===== src/hdl/cpu_pkg.sv =====
package cpu_pkg;

    ////////////////////////////////////////
    // widths and base types
    ////////////////////////////////////////
    localparam int XLEN       = 32;
    localparam int REG_ADDR_W = 5;

    typedef logic [XLEN-1:0]       instr_t;
    typedef logic [REG_ADDR_W-1:0] reg_addr_t;
    typedef logic [XLEN-1:0]       word_t;

    // op_nop first so a cleared bundle is a bubble
    typedef enum logic [2:0] {
        op_nop   = 3'd0,
        op_add   = 3'd1,
        op_sub   = 3'd2,
        op_and   = 3'd3,
        op_or    = 3'd4,
        op_xor   = 3'd5,
        op_lu12i = 3'd6
    } alu_op_e;

    ////////////////////////////////////////
    // opcode match values, upper word bits
    ////////////////////////////////////////
    localparam logic [16:0] OPC_ADD_W   = 17'h00020;  // 3R format, bits 31:15
    localparam logic [16:0] OPC_SUB_W   = 17'h00022;
    localparam logic [16:0] OPC_AND     = 17'h00029;
    localparam logic [16:0] OPC_OR      = 17'h0002a;
    localparam logic [16:0] OPC_XOR     = 17'h0002b;
    localparam logic [9:0]  OPC_ADDI_W  = 10'h00a;    // 2RI12, bits 31:22
    localparam logic [6:0]  OPC_LU12I_W = 7'h0a;      // 1RI20, bits 31:25

    // field positions
    localparam int OPC17_LSB = 15;
    localparam int OPC10_LSB = 22;
    localparam int OPC7_LSB  = 25;
    localparam int RD_LSB    = 0;
    localparam int RJ_LSB    = 5;
    localparam int RK_LSB    = 10;
    localparam int SI12_LSB  = 10;
    localparam int SI12_W    = 12;
    localparam int SI20_LSB  = 5;
    localparam int SI20_W    = 20;

    ////////////////////////////////////////
    // stage bundles
    ////////////////////////////////////////
    typedef struct packed {
        logic      valid;
        alu_op_e   op;
        reg_addr_t rj;
        reg_addr_t rk;
        logic      use_imm;
        word_t     imm;
        reg_addr_t rd;
        logic      wen;      // low for r0 targets and unknown words
    } decoded_t;

    typedef struct packed {
        logic      valid;
        reg_addr_t rd;
        word_t     data;
    } wb_t;

endpackage


===== src/hdl/alu.sv =====
module alu import cpu_pkg::*; (
    input  alu_op_e i_op,
    input  word_t   i_src_a,
    input  word_t   i_src_b,
    output word_t   o_result
);

    always_comb begin
        case (i_op)
            op_add: begin
                o_result = i_src_a + i_src_b;  // wraps at 32 bits
            end
            op_sub: begin
                o_result = i_src_a - i_src_b;
            end
            op_and: begin
                o_result = i_src_a & i_src_b;
            end
            op_or: begin
                o_result = i_src_a | i_src_b;
            end
            op_xor: begin
                o_result = i_src_a ^ i_src_b;
            end
            op_lu12i: begin
                // immediate already shifted by the decoder
                o_result = i_src_b;
            end
            default: begin
                o_result = '0;
            end
        endcase
    end

endmodule


===== src/hdl/reg_file.sv =====
module reg_file import cpu_pkg::*; (
    input  logic      clk,
    input  logic      i_rst_n,
    input  reg_addr_t i_raddr_a,
    input  reg_addr_t i_raddr_b,
    output word_t     o_rdata_a,
    output word_t     o_rdata_b,
    input  wb_t       i_wb
);

    localparam int NUM_REGS = 1 << REG_ADDR_W;

    word_t regs [NUM_REGS];

    // all registers come out of reset as zero
    always_ff @(posedge clk or negedge i_rst_n) begin
        if (!i_rst_n) begin
            for (int i = 0; i < NUM_REGS; i++) begin
                regs[i] <= '0;
            end
        end else if (i_wb.valid && (i_wb.rd != '0)) begin
            regs[i_wb.rd] <= i_wb.data;
        end
    end

    ////////////////////////////////////////
    // async read, r0 hardwired
    ////////////////////////////////////////
    assign o_rdata_a = (i_raddr_a == '0) ? '0 : regs[i_raddr_a];
    assign o_rdata_b = (i_raddr_b == '0) ? '0 : regs[i_raddr_b];

endmodule


===== src/hdl/instr_decoder.sv =====
module instr_decoder import cpu_pkg::*; (
    input  logic     clk,
    input  logic     i_rst_n,
    input  logic     i_instr_valid,
    input  instr_t   i_instr,
    output decoded_t o_dec
);

    logic [16:0]       opc17;
    logic [9:0]        opc10;
    logic [6:0]        opc7;
    logic [SI12_W-1:0] si12;
    logic [SI20_W-1:0] si20;
    reg_addr_t         rd;
    decoded_t          dec_next;

    ////////////////////////////////////////
    // field slicing
    ////////////////////////////////////////
    assign opc17 = i_instr[XLEN-1:OPC17_LSB];
    assign opc10 = i_instr[XLEN-1:OPC10_LSB];
    assign opc7  = i_instr[XLEN-1:OPC7_LSB];
    assign si12  = i_instr[SI12_LSB +: SI12_W];
    assign si20  = i_instr[SI20_LSB +: SI20_W];
    assign rd    = i_instr[RD_LSB +: REG_ADDR_W];

    always_comb begin
        dec_next         = '0;
        dec_next.valid   = i_instr_valid;
        dec_next.rj      = i_instr[RJ_LSB +: REG_ADDR_W];
        dec_next.rk      = i_instr[RK_LSB +: REG_ADDR_W];
        dec_next.rd      = rd;
        dec_next.op      = op_nop;  // anything unmatched stays a bubble

        if (opc17 == OPC_ADD_W) begin
            dec_next.op = op_add;
        end else if (opc17 == OPC_SUB_W) begin
            dec_next.op = op_sub;
        end else if (opc17 == OPC_AND) begin
            dec_next.op = op_and;
        end else if (opc17 == OPC_OR) begin
            dec_next.op = op_or;
        end else if (opc17 == OPC_XOR) begin
            dec_next.op = op_xor;
        end else if (opc10 == OPC_ADDI_W) begin
            dec_next.op      = op_add;
            dec_next.use_imm = 1'b1;
            dec_next.imm     = {{(XLEN-SI12_W){si12[SI12_W-1]}}, si12};  // sign extend
        end else if (opc7 == OPC_LU12I_W) begin
            dec_next.op      = op_lu12i;
            dec_next.use_imm = 1'b1;
            dec_next.imm     = {si20, {(XLEN-SI20_W){1'b0}}};
        end

        dec_next.wen = i_instr_valid && (rd != '0) && (dec_next.op != op_nop);
    end

    // decode register, one word per strobe
    always_ff @(posedge clk or negedge i_rst_n) begin
        if (!i_rst_n) begin
            o_dec <= '0;
        end else begin
            o_dec <= dec_next;
        end
    end

    // a write enable always comes with a real target and a real op
    a_wen_target: assert property (@(posedge clk) disable iff (!i_rst_n)
        o_dec.wen |-> o_dec.valid && (o_dec.rd != '0) && (o_dec.op != op_nop));

endmodule


===== src/hdl/exec_stage.sv =====
module exec_stage import cpu_pkg::*; (
    input  logic      clk,
    input  logic      i_rst_n,
    input  decoded_t  i_dec,
    output reg_addr_t o_raddr_a,
    output reg_addr_t o_raddr_b,
    input  word_t     i_rdata_a,
    input  word_t     i_rdata_b,
    output wb_t       o_wb
);

    logic  fwd_a;
    logic  fwd_b;
    word_t src_a;
    word_t rk_val;
    word_t src_b;
    word_t alu_result;

    ////////////////////////////////////////
    // operand read
    ////////////////////////////////////////
    assign o_raddr_a = i_dec.rj;
    assign o_raddr_b = i_dec.rk;

    // writeback register not yet in the file, take it from here
    assign fwd_a = o_wb.valid && (o_wb.rd == i_dec.rj);
    assign fwd_b = o_wb.valid && (o_wb.rd == i_dec.rk);

    assign src_a  = fwd_a ? o_wb.data : i_rdata_a;
    assign rk_val = fwd_b ? o_wb.data : i_rdata_b;
    assign src_b  = i_dec.use_imm ? i_dec.imm : rk_val;  // addi.w and lu12i.w

    alu alu_inst (
        .i_op(i_dec.op),
        .i_src_a(src_a),
        .i_src_b(src_b),
        .o_result(alu_result)
    );

    ////////////////////////////////////////
    // writeback register
    ////////////////////////////////////////
    always_ff @(posedge clk or negedge i_rst_n) begin
        if (!i_rst_n) begin
            o_wb <= '0;
        end else begin
            o_wb.valid <= i_dec.valid && i_dec.wen;
            o_wb.rd    <= i_dec.rd;
            o_wb.data  <= alu_result;
        end
    end

    // r0 never reaches the write port, so bypass never forwards into r0
    a_wb_rd_nonzero: assert property (@(posedge clk) disable iff (!i_rst_n)
        o_wb.valid |-> (o_wb.rd != '0));

endmodule


===== src/hdl/cpu_core.sv =====
module cpu_core import cpu_pkg::*; (
    input  logic   clk,
    input  logic   i_rst_n,
    input  logic   i_instr_valid,
    input  instr_t i_instr,
    output wb_t    o_wb
);

    decoded_t  id_ex;
    reg_addr_t raddr_a;
    reg_addr_t raddr_b;
    word_t     rdata_a;
    word_t     rdata_b;

    ////////////////////////////////////////
    // decode stage
    ////////////////////////////////////////
    instr_decoder instr_decoder_inst (
        .clk(clk),
        .i_rst_n(i_rst_n),
        .i_instr_valid(i_instr_valid),
        .i_instr(i_instr),
        .o_dec(id_ex)
    );

    ////////////////////////////////////////
    // execute and writeback
    ////////////////////////////////////////
    exec_stage exec_stage_inst (
        .clk(clk),
        .i_rst_n(i_rst_n),
        .i_dec(id_ex),
        .o_raddr_a(raddr_a),
        .o_raddr_b(raddr_b),
        .i_rdata_a(rdata_a),
        .i_rdata_b(rdata_b),
        .o_wb(o_wb)
    );

    reg_file reg_file_inst (
        .clk(clk),
        .i_rst_n(i_rst_n),
        .i_raddr_a(raddr_a),
        .i_raddr_b(raddr_b),
        .o_rdata_a(rdata_a),
        .o_rdata_b(rdata_b),
        .i_wb(o_wb)         // same bundle as the debug port
    );

endmodule


===== config.mk =====
export PLATFORM = sky130hd
export DESIGN_NAME = cpu_core
export DESIGN_NICKNAME = d
export VERILOG_FILES = /design/src/hdl/cpu_pkg.sv /design/src/hdl/alu.sv /design/src/hdl/reg_file.sv /design/src/hdl/instr_decoder.sv /design/src/hdl/exec_stage.sv /design/src/hdl/cpu_core.sv
export SDC_FILE = /design/constraint.sdc
export NUM_CORES = 2
export LEC_CHECK = 0
export BUFFER_PORTS_ARGS = -buffer_cell sky130_fd_sc_hd__clkbuf_2
export CORE_UTILIZATION = 30
export CTS_CLUSTER_SIZE = 20
export DETAILED_ROUTE_END_ITERATION = 6
export GPL_TIMING_DRIVEN = 0
export PLACE_DENSITY = 0.44
export SYNTH_ARGS = -nofsm -noshare
export SYNTH_HDL_FRONTEND = slang
export SYNTH_SLANG_ARGS = --single-unit

===== constraint.sdc =====
create_clock -name clk -period 18.7 [get_ports clk]
set_clock_uncertainty 0.15 [all_clocks]
set_input_delay 0.935 -clock clk [delete_from_list [all_inputs] [get_ports clk]]
set_output_delay 0.935 -clock clk [all_outputs]
set_load 0.005 [all_outputs]

Word level (Yosys, flattened, before mapping). Cells that the tools add are included.

Reductions and logical operators: 12. $lt $le $gt $ge: 4. Muxes and demuxes: 29. Multipliers: 0. Add/sub/neg operators: 2. Shift-type cells: 0. Bitwise gates (word level): 6. Eq/ne operators: 15. Divide/modulo/power cells: 0.

Operator list (count): $bwmux W1024 (1); $bmux W32 S5 (2); $mux W32 (10); $mux W33 (7); $pmux W32 S6 (1); $demux W32 S5 (1); $eq A17 B6 Y1 const B (5); $add A32 B32 Y32 (1); $and A32 B32 Y32 (1); $or A32 B32 Y32 (1); $sub A32 B32 Y32 (1); $xor A32 B32 Y32 (1); $mux W3 (7); $ge A6 B6 Y1 const B (3); $not A5 Y6 (3); $eq A10 B4 Y1 const B (1); $eq A5 B5 Y1 (2); $logic_not A5 Y1 (2); $reduce_bool A5 Y1 (2); $eq A3 B3 Y1 const B (3); $eq A7 B4 Y1 const B (1); $logic_and A1 B1 Y1 (7); $eq A3 B2 Y1 const B (2); $lt A6 B1 Y1 const B (1); 2 further kinds (2).

Bits in read-only memories: 0. Bits in registers: 1115. Memories: 0. Input port bits: 35. Word-level logic and storage cells: 111. Latch bits: 0. RAM bits: 0.

Depth between registers and ports, before layout.
Depth in word-level cells: 10. Depth in mapped cells: 29.

Modules after synthesis. A second synthesis with hierarchy kept.

Cells, all modules: 4549. Area total of the unflattened synthesis: 62815.2 µm².

By module, submodules not included: reg_file (area an instance 54434.7 µm², instances 1, cells each 3623, sequential area each 25624.6 µm²); alu (area an instance 4322.9 µm², instances 1, cells each 630, sequential area each 0.0 µm²); exec_stage (area an instance 2268.4 µm², instances 1, cells each 174, sequential area each 950.9 µm²); instr_decoder (area an instance 1789.2 µm², instances 1, cells each 122, sequential area each 1326.3 µm²).

Worst setup path before layout. No wires, ideal clock.

Path type: register to register. From: register instr_decoder_inst.o_dec[44] (netlist name). To: register exec_stage_inst.o_wb[30] (netlist name). Clock period less this slack: 5.849 ns. Cell stages (with the launch flop): 25. Required time: 18.407 ns. Path slack: 12.851 ns. Data arrival time: 5.556 ns. Cell sequence: dfrtp_1 -> clkbuf_1 -> buf_2 -> buf_2 -> buf_1 -> clkbuf_1 -> buf_1 -> mux2i_1 -> a21oi_1 -> a22oi_1 -> o211ai_1 -> a32oi_1 -> ha_1 -> fa_1 -> nor2b_1 -> o21ai_0 -> nand2b_1 -> a211oi_1 -> o21ai_0 -> a31oi_1 -> o211ai_1 -> a221oi_1 -> o221ai_1 -> mux2i_1 -> o211ai_1.

Word-level cells in the longest chain between the ends: 8.

RTL lines: start: declaration (RTL line instr_decoder.sv:6) `output decoded_t o_dec`; start signal: assignment (RTL line instr_decoder.sv:63) `o_dec <= dec_next;`; $not A5 Y6 (not written as such) (RTL line reg_file.sv:29) `assign o_rdata_a = (i_raddr_a == '0) ? '0 : regs[i_raddr_a];`; $bmux W32 S5 (RTL line reg_file.sv:29); $mux W32 (not written as such) (2 in a row) (RTL line reg_file.sv:29); $mux W32 (RTL line reg_file.sv:29); $mux W32 * (RTL line exec_stage.sv:29) `assign src_a = fwd_a ? o_wb.data : i_rdata_a;`; $sub A32 B32 Y32 (tied with other cells) (RTL line alu.sv:14) `o_result = i_src_a - i_src_b;`; $pmux W32 S6 * (RTL line alu.sv:9) `case (i_op)`; via exec_stage_inst.alu_inst.o_result[30] (RTL line alu.sv:5) `output word_t o_result`.

Mark *: on every way through the listed nets, which the timed path passes. The rest lies on a longest branch. The select of a mux whose other input is x is not followed. A chain may end at the register's enable or synchronous reset.

Worst setup path after layout.
From: register instr_decoder_inst.o_dec[41] (netlist name). To: register exec_stage_inst.o_wb[31] (netlist name).

Word-level cells in the longest chain between the ends: 9.

RTL lines: $not A5 Y6 (not written as such) (RTL line reg_file.sv:30) `assign o_rdata_b = (i_raddr_b == '0) ? '0 : regs[i_raddr_b];`; $bmux W32 S5 (RTL line reg_file.sv:30); $mux W32 (not written as such) (2 in a row) (RTL line reg_file.sv:30); $mux W32 (RTL line reg_file.sv:30); $mux W32 * (RTL line exec_stage.sv:30) `assign rk_val = fwd_b ? o_wb.data : i_rdata_b;`; $mux W32 * (RTL line exec_stage.sv:31) `assign src_b = i_dec.use_imm ? i_dec.imm : rk_val;`; $sub A32 B32 Y32 (tied with other cells) (RTL line alu.sv:14); $pmux W32 S6 * (RTL line alu.sv:9); via exec_stage_inst.alu_inst.o_result[31] (RTL line alu.sv:5).

Marked as above.

==> impl_results.rst <==
.. list-table::
   :header-rows: 1

   * - Metric
     - Value
   * - Worst IR Drop VDD
     - about 97 uV
   * - Design Power
     - a little under 6000 uW
   * - Startpoint of the most critical setup path
     - instr_decoder_inst.o_dec[41]
   * - I/O Buffers
     - a little over 70
   * - Count of synthesis-stage warnings from yosys
     - 0
   * - Post-detailed-route via-to-cell ratio
     - between 6 and 7
   * - Share of the clock period used by the worst path
     - a little under 60%
   * - Post-cts gate resize count
     - 0
   * - Final std cell area, no fill
     - 0.0719 sq mm
   * - Number of antenna violations at the first check in global routing
     - 33
   * - Post-CTS Hold Buffers
     - 0
   * - Post-layout minimum cycle time
     - 11.01 ns
   * - Starting Density
     - 30.2%
   * - Setup repair after global routing missed its margin
     - false
   * - Post-Synthesis Cell Area
     - 0.0627 sq mm
   * - Library cell used as clock root buffer
     - sky130_fd_sc_hd__clkbuf_16
   * - Worst skew pair latency
     - 0.82 ns
   * - I/O pin cnt
     - 73
   * - Run status
     - complete, but fails checks
   * - Worst Setup Start Kind
     - flip-flop
   * - Largest fanout of any net on the critical path
     - 10
   * - Leakage power
     - 0.0326 uW
   * - Number of iterations in the first detailed-routing pass
     - 6
   * - Startpoint-to-endpoint class of the critical path
     - reg2reg
   * - Post-synth top area share
     - 44.5%
   * - Die width
     - roughly 460 um
   * - Total CTS buffers
     - 138
   * - Cell taking the most area after synthesis
     - sky130_fd_sc_hd__dfrtp_1
   * - Worst relative slew slack
     - -12.5%
   * - Vias in the first global route
     - between 40,000 and 50,000
   * - Peak per-stage delay on the critical path
     - 1.16 ns
   * - Final Wtd Congestion
     - 0.966
   * - Floorplan row count
     - 167
   * - Source of the worst register-to-register timing path
     - instr_decoder_inst.o_dec[41]
   * - Post-Syn Area per Cell
     - 13.2 sq um
   * - Die area
     - 0.211 sq mm
   * - Sum of routed wire length over all layers
     - 324,000 um
   * - Final-report max-slew violation count
     - 208
   * - Measured slew at the worst slew-check pin
     - between 1.5 and 2 ns
   * - Setup TNS
     - 0 ns
   * - Htree depth
     - 4
   * - Starting DRC count in detailed routing
     - 5,984
   * - Number of violations of the max-capacitance limit
     - 22
   * - Critical path endpoint category
     - flip-flop
   * - Core area
     - ~0.21 sq mm
   * - Endpoints failing hold
     - 0
   * - Post-route ant nets
     - 0
   * - Data required time of the worst path
     - 19.29 ns
   * - Flops & latches, synth
     - 1,115
   * - Buffer depth of the longest clock path
     - 3
   * - Fraction of the yosys area taken by sequential cells
     - 44.5%
   * - Area added between synthesis and finish
     - 14.7%
   * - Placed cell areas
     - 0.0672 sq mm
   * - Nets@finish
     - 5,132
   * - Detailed-routed wire length on met3
     - 30,800 um
   * - Worst hold slack
     - 0.0239 ns
   * - Synthesized instance count
     - 4,763
   * - Achievable Freq
     - 90.9 MHz
   * - Total global routing overflow
     - 0
   * - Post-CTS Repair Setup Buffers
     - 0
   * - Uppermost layer routed
     - met5
   * - Post-DP HPWL
     - 230,000 um
   * - Global Route Usage Sum
     - between 30 and 40%
   * - TritonCTS clock tree
     - built
   * - M1 WL
     - 134,000 um
   * - Pin count of the biggest net entering global routing
     - 107
   * - Clock input transition at the sequential cells of the worst setup and hold paths
     - roughly 0.06 ns
   * - Ratio of cells with drive above 1 in the final layout
     - 37.8%
   * - Average routed wire per standard cell
     - 40.9 um
   * - Fillers
     - 20,448
   * - Die H
     - 459 um
   * - Total power divided by cell area
     - 82.0 mW/mm^2
   * - Final setup violating endpoints
     - 0
   * - Met2 WL post-DR
     - 138,000 um
   * - Violations in the final reports
     - max-capacitance violations, max-slew violations
   * - Most common cell on crit path
     - sky130_fd_sc_hd__buf_2
   * - Syn_nets
     - around 5,000
   * - CTS sink count
     - between 1,000 and 1,500
   * - Distinct cell type count after synthesis
     - 87
   * - HP Class
     - in2async
   * - Number of synthesized flops with an enable pin
     - 0
   * - Wire length of the first global-routing pass
     - 433,000 um
   * - Dominant synthesized flop cell
     - sky130_fd_sc_hd__dfrtp_1
   * - Worst EP arrival
     - about 12 ns
   * - DRC violations left
     - 0
   * - Critical path's slowest cell
     - sky130_fd_sc_hd__a2111oi_0
   * - Via count
     - just under 50,000
   * - Main area contributors after synthesis
     - sky130_fd_sc_hd__dfrtp_1 (45%), sky130_fd_sc_hd__mux2_2 (19%), sky130_fd_sc_hd__mux4_2 (14%)
   * - Fraction of registers with async set/reset
     - 100%
Yosys cell counts, drive strengths merged (5+ instances only):
library cell     n
or2              9
o21a             5
clkbuf         316
xnor2           46
dfrtp         1115
nand4           11
a32o            26
buf            165
and3             7
nor3            15
o221ai           7
nor2           143
a21oi          132
nor4            10
ha              92
a41oi            5
a32oi            8
o21bai           9
o211ai          74
mux2          1059
o31ai            6
a221oi          80
or3              6
a22o            10
nand2b          17
mux2i          269
a21o            40
and2            27
xor2            20
a222oi          14
nor2b           27
o21ai          147
a31oi           11
a2111oi          5
nand2          122
nand3           28
a22oi          129
mux4           377
o22ai           30
inv             82
worst max-delay path: cells and delay by family, from the launching register on:
family                   cells  cell delay, ns
flip-flops                   1            0.31
AO/OA/AOI/OAI               10            3.29
AND/OR/NAND/NOR              4            1.06
buffers and inverters        7            3.83
XOR/XNOR                     1            0.18
multiplexers                 2            1.58
adder cells (fa/ha/maj)      1            0.39
report_power, final:
part,internal [uW],switching [uW],total [uW]
Combinational,170,479,649
Clock,1640,1190,2820
Sequential,2420,7.09,2420
final timing paths:
kind	to	slack (ns)	cells after the start
worst max register to register	exec_stage_inst.o_wb[31]	7.69	25
worst min register to register	exec_stage_inst.o_wb[36]	0.20	0
worst min-delay path	reg_file_inst.regs[558]	0.02	1
max in group asynchronous	exec_stage_inst.o_wb[25]	16.30	4
worst max-delay path	exec_stage_inst.o_wb[31]	7.69	25
min in group clk	instr_decoder_inst.o_dec[3]	0.10	1
routing by layer:
metal  global-route usage (%)  up-vias
li1                         -    18670
met1                     40.1    26270
met2                     44.4     2702
met3                     8.77      782
met4                     17.5       10
met5                        0        -
sequential cells by signal (all words and copies together) (netlist names):
| signal | count |
|---|---|
| exec_stage_inst.o_wb | 38 |
| instr_decoder_inst.o_dec | 53 |
| reg_file_inst.regs | 1024 |
area by class of cell:
class / instances / area, sq um / area share [%]
Inverter: 83 / 312 / 0.433
Tap cell: 2788 / 3490 / 4.85
Buffer: 481 / 2130 / 2.96
Sequential cell: 1115 / 27900 / 38.8
Timing Repair Buffer: 101 / 978 / 1.36
Antenna cell: 17 / 42.5 / 0.0591
Multi-Input combinational cell: 3084 / 32500 / 45.1
Clock inverter: 45 / 662 / 0.920
Clock buffer: 203 / 3940 / 5.48
layout by cell type (no fill, tap or decap), drive strengths merged, types with 46 or more instances in the layout:
| cell type | instances |
|---|---|
| a21oi | 132 |
| a221oi | 80 |
| a22oi | 129 |
| buf | 192 |
| clkbuf | 593 |
| dfrtp | 1115 |
| ha | 92 |
| inv | 91 |
| mux2 | 1059 |
| mux2i | 269 |
| mux4 | 377 |
| nand2 | 122 |
| nor2 | 143 |
| o211ai | 74 |
| o21ai | 147 |
| xnor2 | 46 |
stage by stage:
stage,std cells,worst slack (ns),util [%]
3_3_place_gp,7623,-13.12,32.1
3_5_place_dp,7649,7.95,32.4
5_1_grt,7903,7.81,34.7
6_report,7917,7.69,34.7
2_1_floorplan,4763,12.85,-
4_1_cts,7897,7.92,34.6
logic make-up after synthesis:
logic type | after synthesis | synth area share [%]
muxes | 1705 | 36.9
DFF | 1115 | 44.5
AOI/OAI and AO/OA | 778 | 8.72
buffers and inverters | 564 | 3.74
and+or+nand+nor | 442 | 3.36
adders and majority gates | 93 | 1.87
xor gates and xnor gates | 66 | 0.934
No activity file was read; power rests on OpenSTA's default activity.
